[config.mk]
export PLATFORM = sky130hd
export DESIGN_NAME = adc_capture_top
export DESIGN_NICKNAME = d
export VERILOG_FILES = /design/src/rtl/scope_pkg.sv /design/src/rtl/adc_capture_top.sv /design/src/rtl/byte_reader.sv /design/src/rtl/capture_fsm.sv /design/src/rtl/capture_regs.sv /design/src/rtl/sample_fifo.sv /design/src/rtl/sample_packer.sv
export SDC_FILE = /design/constraint.sdc
export NUM_CORES = 2
export LEC_CHECK = 0
export CORE_MARGIN = 8
export CORE_UTILIZATION = 25
export DETAILED_ROUTE_END_ITERATION = 16
export DONT_BUFFER_PORTS = 1
export SYNTH_ARGS = -nofsm -noshare
export SYNTH_HDL_FRONTEND = slang
export SYNTH_HIERARCHICAL = 1
export SYNTH_SLANG_ARGS = --single-unit
[constraint.sdc]
create_clock -name adc_sampleclk -period 8.9 [get_ports adc_sampleclk]
set_input_delay 0.89 -clock adc_sampleclk [delete_from_list [all_inputs] [get_ports adc_sampleclk]]
set_output_delay 0.89 -clock adc_sampleclk [all_outputs]
set_load 0.01 [all_outputs]
[src/rtl/scope_pkg.sv]
package scope_pkg;

    localparam int SAMPLE_W         = 12;
    localparam int WORD_W           = 36;     // three samples per word
    localparam int SAMPLES_PER_WORD = 3;
    localparam int SAMPLE_DEPTH     = 64;     // presample_i must stay <= SAMPLE_DEPTH-4
    localparam int WORD_DEPTH       = 16;
    localparam int CREDIT_MAX       = 8;      // host byte buffer size
    localparam int CREDIT_W         = $clog2(CREDIT_MAX + 1);
    localparam int PRESAMPLE_W      = 8;
    localparam int MAXSAMP_W        = 16;
    localparam int DOWNSAMPLE_W     = 8;

    typedef logic [SAMPLE_W-1:0] sample_t;
    typedef logic [WORD_W-1:0]   word_t;  // oldest sample in bits 35:24

    typedef struct packed {
        logic [PRESAMPLE_W-1:0]  presample;
        logic [MAXSAMP_W-1:0]    max_samples;
        logic [DOWNSAMPLE_W-1:0] downsample;
        logic                    low_res;
        logic                    low_res_lsb;
        logic                    no_clip_errors;
    } capture_cfg_t;

    typedef struct packed {
        logic downsample_err;
        logic clip_err;
        logic presamp_err;
        logic overflow_err;
    } capture_err_t;

    typedef struct packed {
        logic       valid;
        logic [7:0] data;
    } byte_beat_t;

    typedef enum logic [2:0] {
        IDLE,
        PRESAMP_FILLING,
        PRESAMP_FULL,
        TRIGGERED,
        DONE
    } capture_state_t;

endpackage

[src/rtl/adc_capture_top.sv]
`timescale 1ns/1ps

module adc_capture_top import scope_pkg::*; (
    input  logic                    adc_sampleclk,
    input  logic                    reset,
    input  logic                    arm_i,
    input  logic                    adc_capture_go_i,
    input  sample_t                 adc_datain_i,
    input  logic [PRESAMPLE_W-1:0]  presample_i,
    input  logic [MAXSAMP_W-1:0]    max_samples_i,
    input  logic [DOWNSAMPLE_W-1:0] downsample_i,
    input  logic                    low_res_i,
    input  logic                    low_res_lsb_i,
    input  logic                    no_clip_errors_i,
    input  logic                    clear_errors_i,
    input  logic                    credit_i,
    output byte_beat_t              byte_o,
    output logic                    adc_capture_stop_o,
    output logic                    error_flag_o,
    output capture_err_t            error_stat_o
);

    capture_cfg_t   cfg;
    capture_err_t   err_evt;
    capture_state_t state;
    logic           smp_wr;
    logic           fsm_drain;
    logic           pack_rd;
    logic           smp_rd;
    logic           smp_full;
    logic           smp_empty;
    sample_t        smp_dout;
    logic           pack_en;
    logic           word_wr;
    word_t          word_din;
    logic           word_rd;
    logic           word_full;
    logic           word_empty;
    word_t          word_dout;

    assign smp_rd = fsm_drain | pack_rd;  // never both, pack_en excludes PRESAMP_FULL

    capture_regs u_capture_regs (
        .adc_sampleclk    (adc_sampleclk),
        .reset            (reset),
        .arm_i            (arm_i),
        .state_i          (state),
        .presample_i      (presample_i),
        .max_samples_i    (max_samples_i),
        .downsample_i     (downsample_i),
        .low_res_i        (low_res_i),
        .low_res_lsb_i    (low_res_lsb_i),
        .no_clip_errors_i (no_clip_errors_i),
        .clear_errors_i   (clear_errors_i),
        .err_evt_i        (err_evt),
        .cfg_o            (cfg),
        .error_flag_o     (error_flag_o),
        .error_stat_o     (error_stat_o)
    );

    capture_fsm u_capture_fsm (
        .adc_sampleclk    (adc_sampleclk),
        .reset            (reset),
        .arm_i            (arm_i),
        .adc_capture_go_i (adc_capture_go_i),
        .adc_datain_i     (adc_datain_i),
        .cfg_i            (cfg),
        .fifo_full_i      (smp_full),
        .fifo_empty_i     (smp_empty),
        .fifo_wr_o        (smp_wr),
        .fifo_drain_o     (fsm_drain),
        .pack_en_o        (pack_en),
        .capture_stop_o   (adc_capture_stop_o),
        .state_o          (state),
        .err_evt_o        (err_evt)
    );

    sample_fifo #(.payload_t(sample_t), .DEPTH(SAMPLE_DEPTH)) u_sample_fifo (
        .adc_sampleclk (adc_sampleclk),
        .reset         (reset),
        .wr_en_i       (smp_wr),
        .din_i         (adc_datain_i),
        .rd_en_i       (smp_rd),
        .dout_o        (smp_dout),
        .full_o        (smp_full),
        .empty_o       (smp_empty)
    );

    sample_packer u_sample_packer (
        .adc_sampleclk (adc_sampleclk),
        .reset         (reset),
        .pack_en_i     (pack_en),
        .smp_empty_i   (smp_empty),
        .smp_dout_i    (smp_dout),
        .smp_rd_o      (pack_rd),
        .word_full_i   (word_full),
        .word_wr_o     (word_wr),
        .word_o        (word_din)
    );

    sample_fifo #(.payload_t(word_t), .DEPTH(WORD_DEPTH)) u_word_fifo (
        .adc_sampleclk (adc_sampleclk),
        .reset         (reset),
        .wr_en_i       (word_wr),
        .din_i         (word_din),
        .rd_en_i       (word_rd),
        .dout_o        (word_dout),
        .full_o        (word_full),
        .empty_o       (word_empty)
    );

    byte_reader u_byte_reader (
        .adc_sampleclk (adc_sampleclk),
        .reset         (reset),
        .cfg_i         (cfg),
        .word_empty_i  (word_empty),
        .word_dout_i   (word_dout),
        .word_rd_o     (word_rd),
        .credit_i      (credit_i),
        .byte_o        (byte_o)
    );

endmodule

[src/rtl/byte_reader.sv]
`timescale 1ns/1ps

module byte_reader import scope_pkg::*; (
    input  logic         adc_sampleclk,
    input  logic         reset,
    input  capture_cfg_t cfg_i,
    input  logic         word_empty_i,
    input  word_t        word_dout_i,
    output logic         word_rd_o,
    input  logic         credit_i,
    output byte_beat_t   byte_o
);

    logic [CREDIT_W-1:0] credit_cnt;
    logic [3:0]          byte_idx;
    logic [3:0]          last_idx;
    logic [3:0]          nib_r;     // low nibble of word A in hi-res
    sample_t             lr_smp;
    logic [7:0]          byte_sel;
    logic                fire;

    assign fire      = (credit_cnt != '0) && !word_empty_i;
    assign last_idx  = cfg_i.low_res ? 4'd2 : 4'd8;  // 3 bytes per word, 9 per pair
    assign word_rd_o = fire && ((byte_idx == last_idx) || (!cfg_i.low_res && (byte_idx == 4'd3)));
    assign lr_smp    = word_dout_i[(2 - int'(byte_idx)) * SAMPLE_W +: SAMPLE_W];

    always_comb begin
        byte_sel = 8'h00;
        if (cfg_i.low_res) begin
            byte_sel = cfg_i.low_res_lsb ? lr_smp[7:0] : lr_smp[11:4];
        end else begin
            case (byte_idx)
                4'd0:    byte_sel = word_dout_i[35:28];
                4'd1:    byte_sel = word_dout_i[27:20];
                4'd2:    byte_sel = word_dout_i[19:12];
                4'd3:    byte_sel = word_dout_i[11:4];
                4'd4:    byte_sel = {nib_r, word_dout_i[35:32]};  // word B now at head
                4'd5:    byte_sel = word_dout_i[31:24];
                4'd6:    byte_sel = word_dout_i[23:16];
                4'd7:    byte_sel = word_dout_i[15:8];
                4'd8:    byte_sel = word_dout_i[7:0];
                default: byte_sel = 8'h00;
            endcase
        end
    end

    always_ff @(posedge adc_sampleclk) begin
        if (reset) begin
            credit_cnt   <= CREDIT_W'(CREDIT_MAX);
            byte_idx     <= '0;
            byte_o.valid <= 1'b0;
        end else begin
            credit_cnt   <= credit_cnt - CREDIT_W'(fire) + CREDIT_W'(credit_i);
            byte_o.valid <= fire;
            if (fire) begin
                byte_idx <= (byte_idx == last_idx) ? '0 : byte_idx + 1'b1;
            end
        end
    end

    always_ff @(posedge adc_sampleclk) begin
        byte_o.data <= byte_sel;
        if (fire && !cfg_i.low_res && (byte_idx == 4'd3)) begin
            nib_r <= word_dout_i[3:0];  // kept across the pop of A
        end
    end

    // host returns one credit per accepted byte, never more
    assert property (@(posedge adc_sampleclk) disable iff (reset) credit_cnt <= CREDIT_MAX);

endmodule

[src/rtl/capture_fsm.sv]
`timescale 1ns/1ps

module capture_fsm import scope_pkg::*; (
    input  logic           adc_sampleclk,
    input  logic           reset,
    input  logic           arm_i,
    input  logic           adc_capture_go_i,
    input  sample_t        adc_datain_i,
    input  capture_cfg_t   cfg_i,
    input  logic           fifo_full_i,
    input  logic           fifo_empty_i,
    output logic           fifo_wr_o,
    output logic           fifo_drain_o,
    output logic           pack_en_o,
    output logic           capture_stop_o,
    output capture_state_t state_o,
    output capture_err_t   err_evt_o
);

    capture_state_t          state;
    logic                    arm_r;
    logic                    arm_go;
    logic [DOWNSAMPLE_W-1:0] ds_cnt;
    logic                    keep;
    logic [PRESAMPLE_W-1:0]  pre_cnt;
    logic [MAXSAMP_W-1:0]    kept_cnt;
    logic                    pre_full;
    logic                    fill_wr;
    logic                    wr_req;
    logic                    stop_r;

    assign arm_go = arm_i && !arm_r && (state == IDLE);
    assign keep   = (ds_cnt == '0);  // one kept sample every downsample+1 cycles

    // with presample at zero the window is full at once and FILLING just waits for go
    assign pre_full = (pre_cnt == cfg_i.presample);
    assign fill_wr  = keep && (state == PRESAMP_FILLING) && !pre_full;
    assign wr_req   = fill_wr || (keep && ((state == PRESAMP_FULL) || (state == TRIGGERED)));

    assign fifo_wr_o      = wr_req && !fifo_full_i;  // dropped when full
    assign fifo_drain_o   = keep && (state == PRESAMP_FULL);  // keeps window at presample
    assign pack_en_o      = (state == TRIGGERED) || (state == DONE);
    assign capture_stop_o = stop_r;
    assign state_o        = state;

    assign err_evt_o.downsample_err = (state != IDLE) && (cfg_i.downsample != '0)
                                      && (cfg_i.presample != '0);
    assign err_evt_o.clip_err       = wr_req && !cfg_i.no_clip_errors
                                      && ((adc_datain_i == '1) || (adc_datain_i == '0));
    assign err_evt_o.presamp_err    = adc_capture_go_i && (state == PRESAMP_FILLING) && !pre_full;
    assign err_evt_o.overflow_err   = wr_req && fifo_full_i;

    always_ff @(posedge adc_sampleclk) begin
        if (reset || arm_go) begin
            ds_cnt <= '0;
        end else if (ds_cnt == cfg_i.downsample) begin
            ds_cnt <= '0;
        end else begin
            ds_cnt <= ds_cnt + 1'b1;
        end
    end

    always_ff @(posedge adc_sampleclk) begin
        if (reset) begin
            state    <= IDLE;
            arm_r    <= 1'b0;
            pre_cnt  <= '0;
            kept_cnt <= '0;
            stop_r   <= 1'b0;
        end else begin
            arm_r <= arm_i;
            case (state)
                IDLE: begin
                    if (arm_go) begin
                        pre_cnt <= '0;
                        stop_r  <= 1'b0;  // held from last capture until now
                        state   <= PRESAMP_FILLING;
                    end
                end
                PRESAMP_FILLING: begin
                    if (fill_wr) begin
                        pre_cnt <= pre_cnt + 1'b1;
                    end
                    if (adc_capture_go_i) begin
                        kept_cnt <= MAXSAMP_W'(pre_cnt) + MAXSAMP_W'(fill_wr);
                        state    <= TRIGGERED;
                    end else if (fill_wr && (pre_cnt + 1'b1 == cfg_i.presample)) begin
                        state <= PRESAMP_FULL;
                    end
                end
                PRESAMP_FULL: begin
                    if (adc_capture_go_i) begin
                        kept_cnt <= MAXSAMP_W'(pre_cnt);  // window counts toward total
                        state    <= TRIGGERED;
                    end
                end
                TRIGGERED: begin
                    if (keep) begin
                        kept_cnt <= kept_cnt + 1'b1;
                        if (kept_cnt == cfg_i.max_samples - 1'b1) begin
                            stop_r <= 1'b1;
                            state  <= DONE;
                        end
                    end
                end
                DONE: begin
                    if (fifo_empty_i) begin  // packer has taken every sample
                        state <= IDLE;
                    end
                end
                default: state <= IDLE;
            endcase
        end
    end

    // the drain only runs against a window of presample entries
    assert property (@(posedge adc_sampleclk) disable iff (reset)
        fifo_drain_o |-> fifo_wr_o && !fifo_empty_i);

endmodule

[src/rtl/capture_regs.sv]
`timescale 1ns/1ps

module capture_regs import scope_pkg::*; (
    input  logic                    adc_sampleclk,
    input  logic                    reset,
    input  logic                    arm_i,
    input  capture_state_t          state_i,
    input  logic [PRESAMPLE_W-1:0]  presample_i,
    input  logic [MAXSAMP_W-1:0]    max_samples_i,
    input  logic [DOWNSAMPLE_W-1:0] downsample_i,
    input  logic                    low_res_i,
    input  logic                    low_res_lsb_i,
    input  logic                    no_clip_errors_i,
    input  logic                    clear_errors_i,
    input  capture_err_t            err_evt_i,
    output capture_cfg_t            cfg_o,
    output logic                    error_flag_o,
    output capture_err_t            error_stat_o
);

    logic         arm_r;
    logic         arm_go;
    capture_err_t stat_next;

    assign arm_go    = arm_i && !arm_r && (state_i == IDLE);  // new capture starts
    assign stat_next = capture_err_t'(error_stat_o | err_evt_i);

    always_ff @(posedge adc_sampleclk) begin
        if (reset) begin
            arm_r        <= 1'b0;
            cfg_o        <= '0;
            error_stat_o <= '0;
            error_flag_o <= 1'b0;
        end else begin
            arm_r <= arm_i;
            if (arm_go) begin
                cfg_o.presample      <= presample_i;
                cfg_o.max_samples    <= max_samples_i;
                cfg_o.downsample     <= downsample_i;
                cfg_o.low_res        <= low_res_i;
                cfg_o.low_res_lsb    <= low_res_lsb_i;
                cfg_o.no_clip_errors <= no_clip_errors_i;
            end
            if (clear_errors_i || arm_go) begin
                error_stat_o <= '0;
                error_flag_o <= 1'b0;
            end else begin
                error_stat_o <= stat_next;  // sticky
                error_flag_o <= |stat_next;
            end
        end
    end

endmodule

[src/rtl/sample_fifo.sv]
`timescale 1ns/1ps

module sample_fifo import scope_pkg::*; #(
    parameter type payload_t = sample_t,
    parameter int  DEPTH     = SAMPLE_DEPTH
) (
    input  logic     adc_sampleclk,
    input  logic     reset,
    input  logic     wr_en_i,
    input  payload_t din_i,
    input  logic     rd_en_i,
    output payload_t dout_o,
    output logic     full_o,
    output logic     empty_o
);

    payload_t                  mem [DEPTH];
    logic [$clog2(DEPTH)-1:0]  wr_ptr;
    logic [$clog2(DEPTH)-1:0]  rd_ptr;
    logic [$clog2(DEPTH):0]    count;  // occupancy

    assign full_o  = (count == DEPTH);
    assign empty_o = (count == '0);
    assign dout_o  = mem[rd_ptr];  // head, no read latency

    always_ff @(posedge adc_sampleclk) begin
        if (wr_en_i) begin
            mem[wr_ptr] <= din_i;
        end
    end

    always_ff @(posedge adc_sampleclk) begin
        if (reset) begin
            wr_ptr <= '0;
            rd_ptr <= '0;
            count  <= '0;
        end else begin
            if (wr_en_i) begin
                wr_ptr <= wr_ptr + 1'b1;  // wraps, depth is a power of two
            end
            if (rd_en_i) begin
                rd_ptr <= rd_ptr + 1'b1;
            end
            case ({wr_en_i, rd_en_i})
                2'b10:   count <= count + 1'b1;
                2'b01:   count <= count - 1'b1;
                default: count <= count;
            endcase
        end
    end

    // writers and readers must respect the flags
    assert property (@(posedge adc_sampleclk) disable iff (reset) wr_en_i |-> !full_o);
    assert property (@(posedge adc_sampleclk) disable iff (reset) rd_en_i |-> !empty_o);

endmodule

[src/rtl/sample_packer.sv]
`timescale 1ns/1ps

module sample_packer import scope_pkg::*; (
    input  logic    adc_sampleclk,
    input  logic    reset,
    input  logic    pack_en_i,
    input  logic    smp_empty_i,
    input  sample_t smp_dout_i,
    output logic    smp_rd_o,
    input  logic    word_full_i,
    output logic    word_wr_o,
    output word_t   word_o
);

    logic [1:0] smp_cnt;  // samples already in the assembly register

    assign smp_rd_o = pack_en_i && !smp_empty_i && !word_full_i;

    always_ff @(posedge adc_sampleclk) begin
        if (reset || !pack_en_i) begin
            smp_cnt   <= '0;  // drops any partial word between captures
            word_wr_o <= 1'b0;
        end else begin
            word_wr_o <= smp_rd_o && (smp_cnt == 2'(SAMPLES_PER_WORD - 1));
            if (smp_rd_o) begin
                smp_cnt <= (smp_cnt == 2'(SAMPLES_PER_WORD - 1)) ? '0 : smp_cnt + 1'b1;
            end
        end
    end

    always_ff @(posedge adc_sampleclk) begin
        if (smp_rd_o) begin
            word_o <= {word_o[WORD_W-SAMPLE_W-1:0], smp_dout_i};  // oldest ends on top
        end
    end

    // full is checked at the third pop, the write lands a cycle later
    assert property (@(posedge adc_sampleclk) disable iff (reset) word_wr_o |-> !word_full_i);

endmodule

==> run summary <==
Outcome = finished clean
Slew Limit Fails = 0
Cell count after synthesis = 3399
Drt first pass iters = 6
Slew headroom = 13.02%
WL final = 144600 um
Number of synthesized register bits = 1524
DP HPWL = 81650 um
Area of all placed cells without fillers = 0.07019 sq mm
Iteration-0 DRC count of the detailed router = 3236
Sum of negative setup slack = 0 ns
Unrepaired setup endpoints after global routing = no
Total global-route track usage = 10.49%
Biggest fanout along the worst timing path = 37
Clock tree root buffer cell = clkbuf_16
Final-layout fill cell count = 24.54k
Die height = 514.1 um
Worst Path Arrival = 5.64 ns
Starting utilization of the core area = 25.03%
Hold buffer count at CTS = 0
Count of flip-flops with a built-in enable after synthesis = 1384
Post-layout worst setup margin = 3.954 ns
Post-synthesis average cell area = 18.25 sq um
Grt total ovfl = 0
Number of instances resized during post-cts repair = 0
Post-Syn Nets = 3490
Count of different cell masters after synthesis = 94
Total number of placement rows = 183
Max-cap violations = 0
Clock Skew = 0.02610 ns
Area of the mapped netlist = 0.06202 sq mm
Endpoint class of the critical path = register
Final GP Congestion = 0.8021
DRC Markers = 0
Time the worst path needs with I/O delays and setup = 4.946 ns
Wire length of the first global-routing pass = 213700 um
Final period utilization = 55.57%
Crit Path Class = register to register
Number of buffers created by CTS = 144
Layout Nets = 3504
CTS tree = built
Final core area utilization = 28.33%
Placed cell count = 6597
Max Fclk = 202.2 MHz
Sequential standard cell area = 0.04438 sq mm
Path class of the lowest-slack min-delay path = input port to register
Share of the yosys chip area belonging to registers = 71.53%
Maximum root-to-sink buffer count = 3
Non-filler instance count after layout = 6851
Routed wire per std cell = 21.11 um
IR drop worst, VDD = 172.4 uV
Post-place setup slack = 4.000 ns
Overall die area = 0.2643 sq mm
Layout cells sized above 1 = 19.32%
Critical Path Start Type = register
Cell Area, Placed = 0.06571 sq mm
Leading register cell type out of synthesis = edfxtp_1
Worst-skew pair later-pin latency = 0.77 ns
Final count of hold timing violations = 0
Count of nets left with antenna violations after detail routing = 0
Req. time, crit path = 9.59 ns
Via-per-instance ratio = 4.664
Yosys warning total = 6
Vias in the first global route = 32.03k
Total number of vias = 31.96k
Actual slew at the worst max-slew pin = 1.300 ns
Pin count of the biggest net entering global routing = 138
I/O pin total = 68
Share of async-settable or async-resettable flops after synthesis = 0%
Post CTS Setup Buffer Count = 0
Area grow syn2layout = 13.18%
Placeable core region = 0.2477 sq mm
Number of H-tree levels = 4
Final number of setup-violating endpoints = 0
TritonCTS Sinks = 1524
Area of the multi-input gates = 0.01652 sq mm
Horizontal die dimension = 514.1 um
Clock slew seen by the registers of the worst setup and hold paths = 0.07 ns
Total power divided by cell area = 211.7 mW/mm^2
# port buffers = 0
Leakage dissipation = 20.83 nW
Number of antenna violations at the first check in global routing = 2
-- metal layers --
layer  wire (um)  global-route usage [%]  up-vias
met4        2451                   2.490        0
met3        9139                   1.773      155
met2       68250                   16.83     1041
li1            -                       -    13830
met1       64780                   14.91    16930
met5           0                       0        -
-- cell type report --
cell class / count / share of cell area (%)
Sequential cell: 1524 / 63.23
Antenna cell: 1 / 0.003565
Clock inverter: 63 / 0.8075
Timing Repair Buffer: 66 / 0.7415
Inverter: 32 / 0.1711
Tap cell: 3330 / 5.936
Multi-Input combinational cell: 1645 / 23.54
Clock buffer: 190 / 5.574
-- worst max-delay path, cell delays in order, from the launching register on --
cell and delay [ns]:
dfxtp_1 0.67, nor2b_1 0.64, nand2_1 0.44, nand2_1 0.19, nor3b_2 0.17, buf_4 0.55
or2_1 0.34, ha_1 0.50, xor2_1 0.14, ha_1 0.22, a21oi_1 0.29, o21ai_0 0.15
a222oi_1 0.30, o21ai_0 0.13, a21oi_1 0.14
-- through the flow --
step	hold slack [ns]	total power [mW]
6_report	0.2072	14.86
4_1_cts	0.1322	15.01
5_1_grt	0.1663	15.35
2_1_floorplan	0.4417	8.824
3_3_place_gp	0.4578	9.041
3_5_place_dp	0.4743	9.054
-- Yosys cell counts (50+ instances only) --
master,number,area share (%)
a21oi_1,68,0.55
a22oi_1,89,1.1
buf_2,50,0.40
clkbuf_1,97,0.59
dfxtp_1,140,4.5
edfxtp_1,1384,67
mux2i_1,82,1.3
mux4_2,347,13
nand2_1,104,0.63
nand2b_1,60,0.61
nor2_1,198,1.2
o21ai_0,96,0.77
-- registers in the layout (all words and copies together), names as in the netlist, 2 cells and up, named ones only --
| signal | count |
|---|---|
| u_byte_reader/byte_idx | 4 |
| u_byte_reader/byte_o | 9 |
| u_byte_reader/credit_cnt | 4 |
| u_byte_reader/nib_r | 4 |
| u_capture_fsm/ds_cnt | 8 |
| u_capture_fsm/kept_cnt | 16 |
| u_capture_fsm/pre_cnt | 8 |
| u_capture_fsm/state_o | 3 |
| u_capture_regs/cfg_o | 35 |
| u_capture_regs/error_stat_o | 4 |
| u_sample_fifo/count | 7 |
| u_sample_fifo/mem | 768 |
| u_sample_fifo/rd_ptr | 6 |
| u_sample_fifo/wr_ptr | 6 |
| u_sample_packer/smp_cnt | 2 |
| u_sample_packer/word_o | 36 |
| u_word_fifo/count | 5 |
| u_word_fifo/mem | 576 |
| u_word_fifo/rd_ptr | 4 |
| u_word_fifo/wr_ptr | 4 |
-- report_power, final --
group,internal (mW),switching (mW)
Combinational,0.422,0.534
Clock,3.31,2.65
Sequential,7.84,0.108
Total,11.6,3.29
-- worst paths after layout --
check | startpoint | endpoint | slack (ns) | cells past startpoint
setup / recovery | u_capture_fsm/state_o[1]$_SDFFE_PP0P_ | u_sample_fifo/count[4]$_SDFFE_PP0P_ | 3.95 | 14
hold / removal | clear_errors_i | u_capture_regs/error_stat_o[1]$_SDFF_PP0_ | 0.21 | 1
setup reg to reg | u_capture_fsm/state_o[1]$_SDFFE_PP0P_ | u_sample_fifo/count[4]$_SDFFE_PP0P_ | 3.95 | 14
hold reg to reg | u_sample_packer/smp_cnt[1]$_SDFFE_PP0P_ | u_sample_packer/word_wr_o$_SDFF_PP0_ | 0.48 | 2
-- cell usage in the layout, fill, tap and decap left out, types with 60 or more instances in the layout --
cell type	Yosys	final
clkbuf_16	0	149
nand2_1	104	104
a22oi_1	89	89
mux4_2	347	347
nand2b_1	60	60
edfxtp_1	1384	1384
mux2i_1	82	82
o21ai_0	96	96
nor2_1	198	196
dfxtp_1	140	133
buf_4	14	64
a21oi_1	68	68
-- logic make-up (layout without fill, tap and decap cells) --
logic type      count (synthesis)  in the layout  share of synthesized area [%]
compound gates                426            426                          4.725
buf+inv                       230            351                          1.931
mux                           443            443                          14.18
flops                        1524           1524                          71.53
fa+ha+maj                      38             38                         0.7908
other cells                     0              1                              0
simple gates                  646            646                          5.546
xor+xnor                       92             92                          1.299
No activity file was read; power rests on OpenSTA's default activity.
